`src/include/branch_settings.svh`:
```
`ifndef BRANCH_SETTINGS_SVH
`define BRANCH_SETTINGS_SVH

// ----------------------------------------
// Address and opcode widths
// ----------------------------------------

// Instruction address, word granular
`define ADDR_WIDTH 16

// Jump opcode field from decode
`define JUMP_BITS 4

// ----------------------------------------
// Pipeline flush
// ----------------------------------------

// One bit per pipeline register: PC, IF/ID, ID/EX, EX/MEM
`define NUM_PIPE_MASKS 4

// ----------------------------------------
// Branch target table
// ----------------------------------------

// Power of two, indexed by the low pc bits
`define LUT_ENTRIES 16

`endif

```
`src/hdl/branch_pkg.sv`:
```
`default_nettype none

`include "branch_settings.svh"

package branch_pkg;

  // ----------------------------------------
  // Jump opcodes
  // ----------------------------------------

  typedef enum logic [`JUMP_BITS-1:0] {
    JMP_OP_NOP = 4'd0,  // Not a jump
    JMP_OP_J   = 4'd1,  // Immediate, already taken in decode
    JMP_OP_JR  = 4'd2,  // Target from register file
    JMP_OP_JEQ = 4'd3,
    JMP_OP_JNE = 4'd4,
    JMP_OP_JL  = 4'd5,
    JMP_OP_JLE = 4'd6,
    JMP_OP_JG  = 4'd7,
    JMP_OP_JGE = 4'd8,
    JMP_OP_JZ  = 4'd9,
    JMP_OP_JNZ = 4'd10
  } jmp_op_e;

  // ----------------------------------------
  // Flush mask bits
  // ----------------------------------------

  localparam logic [`NUM_PIPE_MASKS-1:0] PIPE_REG_PC     = 4'b0001;
  localparam logic [`NUM_PIPE_MASKS-1:0] PIPE_REG_IF_ID  = 4'b0010;
  localparam logic [`NUM_PIPE_MASKS-1:0] PIPE_REG_ID_EX  = 4'b0100;
  localparam logic [`NUM_PIPE_MASKS-1:0] PIPE_REG_EX_MEM = 4'b1000;

  // Full redirect, everything behind execute is wrong-path
  localparam logic [`NUM_PIPE_MASKS-1:0] PIPE_FLUSH_ALL =
    PIPE_REG_PC | PIPE_REG_IF_ID | PIPE_REG_ID_EX | PIPE_REG_EX_MEM;

endpackage

`default_nettype wire

```
`src/hdl/target_lut.sv`:
```
`timescale 1ns/1ns
`default_nettype none

`include "branch_settings.svh"

module target_lut (
  input  logic                   clk,
  input  logic                   rst,

  // Update from branch resolution
  input  logic                   write,
  input  logic                   write_valid,
  input  logic [`ADDR_WIDTH-1:0] write_key,
  input  logic [`ADDR_WIDTH-1:0] write_val,

  // Lookup at fetch
  input  logic [`ADDR_WIDTH-1:0] read_key,
  output logic [`ADDR_WIDTH-1:0] read_val,
  output logic                   read_valid
);

  localparam int INDEX_BITS = $clog2(`LUT_ENTRIES);
  localparam int TAG_BITS   = `ADDR_WIDTH - INDEX_BITS;

  logic                   valid_q  [`LUT_ENTRIES];
  logic [TAG_BITS-1:0]    tag_q    [`LUT_ENTRIES];
  logic [`ADDR_WIDTH-1:0] target_q [`LUT_ENTRIES];

  logic [INDEX_BITS-1:0] write_index;
  logic [TAG_BITS-1:0]   write_tag;
  logic [INDEX_BITS-1:0] read_index;
  logic [TAG_BITS-1:0]   read_tag;

  assign write_index = write_key[INDEX_BITS-1:0];
  assign write_tag   = write_key[`ADDR_WIDTH-1:INDEX_BITS];
  assign read_index  = read_key[INDEX_BITS-1:0];
  assign read_tag    = read_key[`ADDR_WIDTH-1:INDEX_BITS];

  // ----------------------------------------
  // Write port
  // ----------------------------------------

  always_ff @(posedge clk) begin
    if (rst) begin
      for (int i = 0; i < `LUT_ENTRIES; i++) begin
        valid_q[i] <= 1'b0;
      end
    end else if (write) begin
      valid_q[write_index] <= write_valid;  // Not-taken mispredict clears
    end
  end

  always_ff @(posedge clk) begin
    if (write) begin
      tag_q[write_index]    <= write_tag;
      target_q[write_index] <= write_val;
    end
  end

  // ----------------------------------------
  // Read port
  // ----------------------------------------

  // Hit needs both valid and full tag match
  assign read_valid = valid_q[read_index] && (tag_q[read_index] == read_tag);
  assign read_val   = target_q[read_index];

endmodule

`default_nettype wire

```
`src/hdl/branch_unit.sv`:
```
`timescale 1ns/1ns
`default_nettype none

`include "branch_settings.svh"

module branch_unit
  import branch_pkg::*;
(
  // ALU flags for the instruction in execute
  input  logic                      zero,
  input  logic                      less,
  input  logic                      greater,

  input  logic                      branch_taken,  // Prediction made at fetch
  input  jmp_op_e                   jop,

  input  logic [`ADDR_WIDTH-1:0]    id_ex_pc,
  input  logic [`ADDR_WIDTH-1:0]    id_ex_reg_address,
  input  logic [`ADDR_WIDTH-1:0]    id_ex_imm_address,

  output logic [`NUM_PIPE_MASKS-1:0] flush,
  output logic [`ADDR_WIDTH-1:0]    jump_address,

  // Table update
  output logic                      lut_write,
  output logic                      lut_write_valid
);

  logic is_cond;     // Conditional jump in execute
  logic cond;        // Real outcome of that jump
  logic mispredict;

  // ----------------------------------------
  // Condition decode
  // ----------------------------------------

  always_comb begin
    is_cond = 1'b1;
    cond    = 1'b0;
    case (jop)
      JMP_OP_JEQ, JMP_OP_JZ:  cond = zero;
      JMP_OP_JNE, JMP_OP_JNZ: cond = !zero;
      JMP_OP_JL:  cond = less;
      JMP_OP_JLE: cond = less || zero;
      JMP_OP_JG:  cond = greater;
      JMP_OP_JGE: cond = greater || zero;
      default:    is_cond = 1'b0;  // NOP, J, JR, unused codes
    endcase
  end

  assign mispredict = is_cond && (cond != branch_taken);

  // ----------------------------------------
  // Flush mask
  // ----------------------------------------

  always_comb begin
    case (jop)
      JMP_OP_NOP: flush = '0;
      JMP_OP_J:   flush = PIPE_REG_EX_MEM;  // Decode already redirected
      JMP_OP_JR:  flush = PIPE_FLUSH_ALL;
      default:    flush = mispredict ? PIPE_FLUSH_ALL : '0;
    endcase
  end

  // ----------------------------------------
  // Redirect address
  // ----------------------------------------

  always_comb begin
    if (jop == JMP_OP_JR) begin
      jump_address = id_ex_reg_address;
    end else if (mispredict && branch_taken) begin
      jump_address = id_ex_pc + `ADDR_WIDTH'(1);  // Back to fall-through
    end else begin
      jump_address = id_ex_imm_address;
    end
  end

  // Every full flush teaches the table
  assign lut_write = (flush == PIPE_FLUSH_ALL);

  // Entry stays valid only when the jump really went
  assign lut_write_valid = (jop == JMP_OP_JR) || (mispredict && !branch_taken);

endmodule

`default_nettype wire

```
`src/hdl/fetch_pc.sv`:
```
`timescale 1ns/1ns
`default_nettype none

`include "branch_settings.svh"

module fetch_pc
  import branch_pkg::*;
(
  input  logic                       clk,
  input  logic                       rst,

  // Redirect from execute
  input  logic [`NUM_PIPE_MASKS-1:0] flush,
  input  logic [`ADDR_WIDTH-1:0]     jump_address,

  // Prediction from the target table
  input  logic                       take_branch,
  input  logic [`ADDR_WIDTH-1:0]     branch_predict,

  output logic [`ADDR_WIDTH-1:0]     pc
);

  logic                   redirect;
  logic [`ADDR_WIDTH-1:0] pc_next;

  // Only the PC bit of the mask moves fetch
  assign redirect = (flush & PIPE_REG_PC) != '0;

  // ----------------------------------------
  // Next address select
  // ----------------------------------------

  always_comb begin
    if (redirect) begin
      pc_next = jump_address;        // Execute outranks the guess
    end else if (take_branch) begin
      pc_next = branch_predict;
    end else begin
      pc_next = pc + `ADDR_WIDTH'(1);
    end
  end

  // ----------------------------------------
  // PC register
  // ----------------------------------------

  always_ff @(posedge clk) begin
    if (rst) begin
      pc <= '0;
    end else begin
      pc <= pc_next;
    end
  end

endmodule

`default_nettype wire

```
`src/hdl/branch_frontend.sv`:
```
`timescale 1ns/1ns
`default_nettype none

`include "branch_settings.svh"

module branch_frontend
  import branch_pkg::*;
(
  input  logic                       clk,
  input  logic                       rst,

  // Instruction in execute
  input  jmp_op_e                    jop,
  input  logic                       zero,
  input  logic                       less,
  input  logic                       greater,
  input  logic                       branch_taken,
  input  logic [`ADDR_WIDTH-1:0]     id_ex_pc,
  input  logic [`ADDR_WIDTH-1:0]     id_ex_reg_address,
  input  logic [`ADDR_WIDTH-1:0]     id_ex_imm_address,

  // Fetch side
  output logic [`ADDR_WIDTH-1:0]     pc,
  output logic                       take_branch,
  output logic [`ADDR_WIDTH-1:0]     branch_predict,

  // To the pipeline registers
  output logic [`NUM_PIPE_MASKS-1:0] flush,
  output logic [`ADDR_WIDTH-1:0]     jump_address
);

  logic lut_write;
  logic lut_write_valid;

  fetch_pc u_fetch_pc (
    .clk            (clk),
    .rst            (rst),
    .flush          (flush),
    .jump_address   (jump_address),
    .take_branch    (take_branch),
    .branch_predict (branch_predict),
    .pc             (pc)
  );

  // Read at fetch pc, written with the execute pc
  target_lut u_target_lut (
    .clk         (clk),
    .rst         (rst),
    .write       (lut_write),
    .write_valid (lut_write_valid),
    .write_key   (id_ex_pc),
    .write_val   (jump_address),
    .read_key    (pc),
    .read_val    (branch_predict),
    .read_valid  (take_branch)
  );

  branch_unit u_branch_unit (
    .zero              (zero),
    .less              (less),
    .greater           (greater),
    .branch_taken      (branch_taken),
    .jop               (jop),
    .id_ex_pc          (id_ex_pc),
    .id_ex_reg_address (id_ex_reg_address),
    .id_ex_imm_address (id_ex_imm_address),
    .flush             (flush),
    .jump_address      (jump_address),
    .lut_write         (lut_write),
    .lut_write_valid   (lut_write_valid)
  );

endmodule

`default_nettype wire

```
`config.mk`:
```
export PLATFORM = sky130hd
export DESIGN_NAME = branch_frontend
export DESIGN_NICKNAME = d
export VERILOG_FILES = /design/src/hdl/branch_pkg.sv /design/src/hdl/target_lut.sv /design/src/hdl/branch_unit.sv /design/src/hdl/fetch_pc.sv /design/src/hdl/branch_frontend.sv
export VERILOG_INCLUDE_DIRS = /design/src /design/src/include
export SDC_FILE = /design/constraint.sdc
export NUM_CORES = 1
export LEC_CHECK = 0
export BUFFER_PORTS_ARGS = -buffer_cell sky130_fd_sc_hd__buf_2
export CAP_MARGIN = 10
export CELL_PAD_IN_SITES_DETAIL_PLACEMENT = 1
export CELL_PAD_IN_SITES_GLOBAL_PLACEMENT = 1
export CORE_MARGIN = 4
export CORE_UTILIZATION = 50
export DETAILED_ROUTE_END_ITERATION = 8
export PLACE_DENSITY_LB_ADDON = 0.1
export SYNTH_ARGS = -nofsm -noshare
export SYNTH_HDL_FRONTEND = slang
export SYNTH_SLANG_ARGS = --single-unit
```
`constraint.sdc`:
```
create_clock -name clk -period 4.63 [get_ports clk]
set_input_delay 0.6945 -clock clk [delete_from_list [all_inputs] [get_ports clk]]
set_output_delay 0.6945 -clock clk [all_outputs]
set_load 0.01 [all_outputs]
```
==> results of run 1 <==
-- metrics by stage --
step	area (um2)	std cells	hold WS (ns)	setup WS [ns]	total power [uW]
final	23000	1740	0.5225	0.4386	10250
after global routing	23000	1738	0.5061	0.1643	10630
after CTS	22970	1737	0.4936	0.2195	10330
after detailed placement	21420	1647	0.9434	0.7263	6514
after global placement	21420	1647	0.9350	0.8139	6490
after floorplan	19890	1025	0.7934	0.4379	5964
-- worst max-delay path, cell delays in order, from the launching register on --
cell	delay [ns]
dfxtp_4	0.78
buf_12	0.28
mux2i_1	0.23
a22oi_1	0.14
a31o_2	0.26
a2111oi_0	0.46
a21oi_1	0.22
nor4_1	0.32
buf_2	0.20
-- Yosys cell counts (all sizes together), types with 18 or more instances --
cell type,n
buf,37
clkbuf,26
edfxtp,464
inv,21
mux2i,36
mux4,132
nand2,31
nand3,26
nor2,31
nor4,18
o21ai,22
xnor2,27
xor2,18
-- state kept, by name (all words and copies together) (netlist names) --
name,count
u_target_lut.valid_q,16
u_target_lut.tag_q,192
u_fetch_pc.pc,16
u_target_lut.target_q,256
-- final timing paths --
kind | end | cells after the start
setup / recovery | take_branch | 8
hold / removal | u_target_lut.tag_q[7][11]$_DFFE_PP_ | 1
setup reg to reg | u_fetch_pc.pc[10]$_SDFF_PP0_ | 10
hold reg to reg | u_fetch_pc.pc[14]$_SDFF_PP0_ | 3
-- routing by layer --
layer | global-route usage | wire, um
met1 | 0.3671 | 22690
met2 | 0.3860 | 25490
met3 | 0.04262 | 3677
met4 | 0.05700 | 909
met5 | 0 | 0
-- area by class of cell --
type | instances | area, um2 | area share
clock buffer | 62 | 1318 | 0.05727
sequential | 480 | 14260 | 0.6200
timing repair buffer | 168 | 1194 | 0.05189
clock inverter | 28 | 237.7 | 0.01033
tap | 518 | 648.1 | 0.02817
antenna | 2 | 5.005 | 0.0002176
inverter | 22 | 82.58 | 0.003590
multi-input combinational | 460 | 5258 | 0.2285
-- power breakdown --
part | total, uW | internal [uW] | leakage, uW | switching, uW
Sequential | 5030 | 4920 | 0.00432 | 110
Clock | 3830 | 2230 | 0.000759 | 1600
Combinational | 1390 | 626 | 0.00241 | 763
Total | 10300 | 7780 | 0.00748 | 2470
-- logic make-up after synthesis --
logic type | count (synthesis) | synth area share
buf+inv | 85 | 0.01963
simple gates | 181 | 0.05102
mux | 168 | 0.1676
xor+xnor | 45 | 0.01982
flops | 480 | 0.7167
fa+ha+maj | 5 | 0.003146
compound gates | 61 | 0.02202
==> results by group, run 1 <==
Clocking
  – CTS buffer count: between 40 and 50
  – Post-cts gate resize count: 0
  – CTS tree: done
  – H-tree levels: 2
  – Reg clk slew, reported paths: ~0.060 ns
  – Post-CTS setup buffers: 0
  – CTS Buffer Depth: 3
  – Clk_lat worst skew: ~0.58 ns
  – Hold-fix buffers at CTS: 0
  – Sink Count: 480
  – Clock root buffer: clkbuf_16

Finish
  – Final Net Count: between 1000 and 1500
  – Fill count: 3434
  – Commonest cells after routing, fill and taps aside: edfxtp_1 (464), mux4_2 (132), buf_2 (110)
  – Final Util: 0.5897
  – Commonest non-fill, non-tap cell in the layout: edfxtp_1
  – Area delta synth->final: 15.68%
  – Layout cells sized above 1: 0.3115

Synth
  – Yosys warns: 0
  – Post-Syn Area: a little under 20000 um2
  – Mapped Cells: between 1000 and 1500
  – Top cells by area, synth: edfxtp_1 (70%), mux4_2 (15%), mux2i_1 (1.8%)
  – Syn_nets: between 1000 and 1500
  – Netlist cell types: 51
  – Post-synth top area share: 0.7006
  – Register area share after synthesis: 0.7167
  – Ys flop type: edfxtp_1
  – Largest area contributor in the netlist: edfxtp_1
  – Post-synth EDFFs: 464
  – Synthesis-stage register bit count: 480
  – Avg Cell Area, Syn: around 19 um2
  – Asr flop ratio synth: 0

GRT
  – Initial antenna violation count: 1
  – Pin count of the biggest net entering global routing: between 50 and 60
  – Total track usage: 0.2455
  – First-pass GRT wire length: around 78 mm
  – Grt ovf: 0
  – Vias in the first global route: around 11000

Placement
  – DPL Wire Length: between 30 and 40 mm
  – Port-buffer cells: 110
  – Routability cong.: 0.8655

Worst setup path
  – Startpoint types: flop
  – CP Capture Type: output port
  – Flop-to-flop setup slack: 0.98 ns
  – CP Data Required Time: between 3 and 4 ns
  – Crit path from: u_fetch_pc.pc[1]$_SDFF_PP0_
  – Launch point of the worst reg-to-reg path: u_fetch_pc.pc[1]$_SDFF_PP0_
  – Critical path class: reg2out
  – Arr. time, crit path: roughly 3.5 ns
  – Worst Path Max Fanout: 36

Floorplan
  – FP Rows: 72
  – Num ports: approximately 110
  – Die Ht: between 200 and 250 um
  – Full die area: roughly 43000 um2
  – CORE AREA: between 30000 and 40000 um2
  – Starting Density: 0.5098
  – Die X: around 210 um

Run
  – MaxCap Viol Count: 0

Pwr
  – Static Leak: 0.007484 uW
  – Power Dens Cells: approximately 450 nW/um2
  – Peak VDD IR: ~350 uV

Routing
  – Post-route antenna net violation count: 0
  – DRT Pass-1 Iters: 5
  – DRT iter0 DRCs: 1036
  – Drt via density: about 6
  – Post-DR wirelength/cell: 30.32 um
  – Total number of vias: 10700
  – DRC viols: 0
  – Wirelength, routed: 52.76 mm

STA
  – Setup Skew: approximately 0.018 ns
  – Worst Tran Pin Value: approximately 0.93 ns
  – RSZ-0062 raised after global routing: no
  – Final Hold Fails: 0
  – Setup TNS: 0 ns
  – Slew HR: 0.3777
  – Fin crit share: 0.9053
  – Fmax: 238.6 MHz
  – Setup-failing EPs final: 0
  – Final min period: around 4.2 ns
  – Final Max Slew Viols: 0

Hold path
  – Critical hold path startpoint: id_ex_pc[15]
  – Hold crit path type: in2reg

Status
  – Status: complete, no violations
(Power assumes the default switching activity.)
==> run 2, diff against run 1 <==
--- a/config.mk
+++ b/config.mk
@@ -12,8 +12,10 @@
 export CELL_PAD_IN_SITES_GLOBAL_PLACEMENT = 1
 export CORE_MARGIN = 4
 export CORE_UTILIZATION = 50
+export CTS_BUF_LIST = sky130_fd_sc_hd__clkbuf_2 sky130_fd_sc_hd__clkbuf_4 sky130_fd_sc_hd__clkbuf_8
 export DETAILED_ROUTE_END_ITERATION = 8
 export PLACE_DENSITY_LB_ADDON = 0.1
 export SYNTH_ARGS = -nofsm -noshare
 export SYNTH_HDL_FRONTEND = slang
 export SYNTH_SLANG_ARGS = --single-unit
+export TNS_END_PERCENT = 50
==> constraint.sdc (replaced) <==
create_clock -name clk -period 4.8 [get_ports clk]
set_input_delay 0.72 -clock clk [delete_from_list [all_inputs] [get_ports clk]]
set_output_delay 0.72 -clock clk [all_outputs]
set_load 0.01 [all_outputs]
==> run 2 against run 1 <==
Net effect:
- clock-buffer cell count is 54 higher
- global-route usage is 0.82 points higher
- sequential cell count stayed put
- register-to-register slack better by 0.14 ns
- non-clock buffer count is 8 higher
- critical path type unchanged
- critical endpoint unchanged
- largest cell class unchanged
- highest routed layer unchanged
==> results by group, run 2 (synthesis results as in run 1) <==
Floorplan
  – Full die area: approximately 43000 um2
  – CORE AREA: 39010 um2
  – Num ports: about 110
  – FP Rows: 72
  – Die Ht: just over 200 um
  – Starting Density: 0.5098
  – Die X: 207.4 um

Finish
  – Commonest non-fill, non-tap cell in the layout: edfxtp_1
  – Largest registers: u_target_lut.target_q x256, u_target_lut.tag_q x192
  – Footprint of the multi-input gates: ~5300 um2
  – Final Net Count: 1282
  – Fill count: ~3500
  – Commonest cells after routing, fill and taps aside: edfxtp_1 (464), mux4_2 (132), buf_2 (110)
  – Register area: roughly 14000 um2
  – Layout cells sized above 1: 0.3496
  – Area delta synth->final: 15.02%
  – Final Non-Filler Cells: about 1800
  – Max reg flops: about 260
  – Reg with most FFs: u_target_lut.target_q

STA
  – Setup Skew: between 0.02 and 0.03 ns
  – Final Max Slew Viols: 0
  – Fin crit share: 0.9171
  – Final Hold Fails: 0
  – Setup TNS: 0 ns
  – Setup-failing EPs final: 0
  – WHS: just over 0.5 ns
  – RSZ-0062 raised after global routing: no
  – Fmax: around 230 MHz
  – Slew HR: 0.3767
  – Final min period: ~4.4 ns
  – Worst Tran Pin Value: slightly above 0.9 ns

Worst setup path
  – Crit Reg-Reg Endpoint: u_fetch_pc.pc[3]$_SDFF_PP0_
  – Worst reg-to-reg path cell count: 10
  – Flop-to-flop setup slack: roughly 1.1 ns
  – CP Capture Type: output port
  – Startpoint types: flop
  – Worst Path Max Fanout: 30
  – Crit path from: u_fetch_pc.pc[1]$_SDFF_PP0_
  – Critical Path Sink: take_branch
  – Arr. time, crit path: 3.68 ns
  – CP Data Required Time: 4.08 ns
  – Critical path class: reg2out
  – Launch point of the worst reg-to-reg path: u_fetch_pc.pc[1]$_SDFF_PP0_

Routing
  – Wirelength, routed: around 54 mm
  – DRT iter0 DRCs: 933
  – Total number of vias: approximately 11000
  – DRT Pass-1 Iters: 7
  – Post-DR wirelength/cell: 30.14 um
  – Post-route antenna net violation count: 0
  – Drt via density: ~6.1
  – DRC viols: 0

Status
  – Status: complete, no violations

Clocking
  – Clk_lat worst skew: between 0.6 and 0.7 ns
  – Clock root buffer: clkbuf_8
  – Hold-fix buffers at CTS: 0
  – Post-CTS setup buffers: 0
  – CTS Buffer Depth: 3
  – H-tree levels: 3
  – Sink Count: 480
  – CTS buffer count: just under 80
  – Post-cts gate resize count: 0
  – CTS tree: done
  – Reg clk slew, reported paths: approximately 0.060 ns

GRT
  – First-pass GRT wire length: between 70 and 80 mm
  – Grt ovf: 0
  – Initial antenna violation count: 2
  – Vias in the first global route: 11754
  – Total track usage: 0.2537
  – Pin count of the biggest net entering global routing: between 40 and 50

Hold path
  – Hold crit path type: in2reg

Placement
  – Port-buffer cells: 110
  – Dpl cells: about 1700
  – DPL Wire Length: 33.09 mm
  – Routability cong.: about 0.84

Pwr
  – Peak VDD IR: 265.1 uV
  – Power Dens Cells: 419.1 nW/um2
  – Static Leak: around 0.0075 uW

Run
  – MaxCap Viol Count: 0
==> run 2: cell count changes in the layout (fill, tap and decap cells not counted), sizes merged <==
| cell | delta |
|---|---|
| clkbuf | +54 |
| buf | +8 |
| clkinv | -6 |
| bufinv | -4 |
| clkinvlp | +1 |
==> run 2: worst min-delay path by stage <==
stage                                      start                                   to  slack (ns)  cells after the start
floorplan            u_fetch_pc.pc[5]$_SDFF_PP0_          u_fetch_pc.pc[5]$_SDFF_PP0_        0.81                      3
detailed placement  u_fetch_pc.pc[15]$_SDFF_PP0_         u_fetch_pc.pc[15]$_SDFF_PP0_        0.92                      3
global placement    u_fetch_pc.pc[15]$_SDFF_PP0_         u_fetch_pc.pc[15]$_SDFF_PP0_        0.91                      3
finish                               id_ex_pc[6]  u_target_lut.tag_q[11][2]$_DFFE_PP_        0.50                      1
CTS                                  id_ex_pc[6]   u_target_lut.tag_q[3][2]$_DFFE_PP_        0.45                      1
global route                         id_ex_pc[6]   u_target_lut.tag_q[9][2]$_DFFE_PP_        0.46                      1
==> run 2: final cells by class <==
type | instances | share of cell area
clock inverter | 19 | 0.003884
sequential | 480 | 0.6235
multi-input combinational | 460 | 0.2298
clock buffer | 116 | 0.06104
tap | 518 | 0.02833
inverter | 22 | 0.003610
antenna | 2 | 0.0002188
timing repair buffer | 176 | 0.04956
==> run 2: critical path, cell delays in order, from the launching register on <==
cell	delay (ns)
dfxtp_4	0.69
buf_4	0.43
mux4_2	0.35
nor2b_1	0.14
a211oi_1	0.41
mux2i_1	0.26
nand3_1	0.18
nor4_1	0.36
buf_2	0.20
==> run 2: stage by stage <==
| stage | cell area [um2] | utilization | power, uW | setup slack [ns] |
|---|---|---|---|---|
| global placement | 21380 | 0.5482 | 6264 | 0.9378 |
| global route | 22870 | 0.5863 | 9986 | 0.1445 |
| detailed placement | 21380 | 0.5482 | 6286 | 0.8612 |
| floorplan | 19890 | - | 5753 | 0.5569 |
| CTS | 22870 | 0.5863 | 9685 | 0.3241 |
| finish | 22870 | 0.5864 | 9588 | 0.3981 |
==> run 2: routing by layer <==
| metal | vias up | wire length (um) | track usage |
|---|---|---|---|
| met3 | 79 | 4397 | 0.07602 |
| met4 | 0 | 1179 | 0.06908 |
| met1 | 5765 | 22930 | 0.3590 |
| met5 | - | 0 | 0 |
| li1 | 4589 | - | - |
| met2 | 461 | 25540 | 0.3920 |
==> run 2: power breakdown <==
part	total, uW	internal [uW]	switching, uW
Clock	3400	1850	1550
Sequential	4850	4750	105
Combinational	1340	601	735
Total	9590	7200	2390
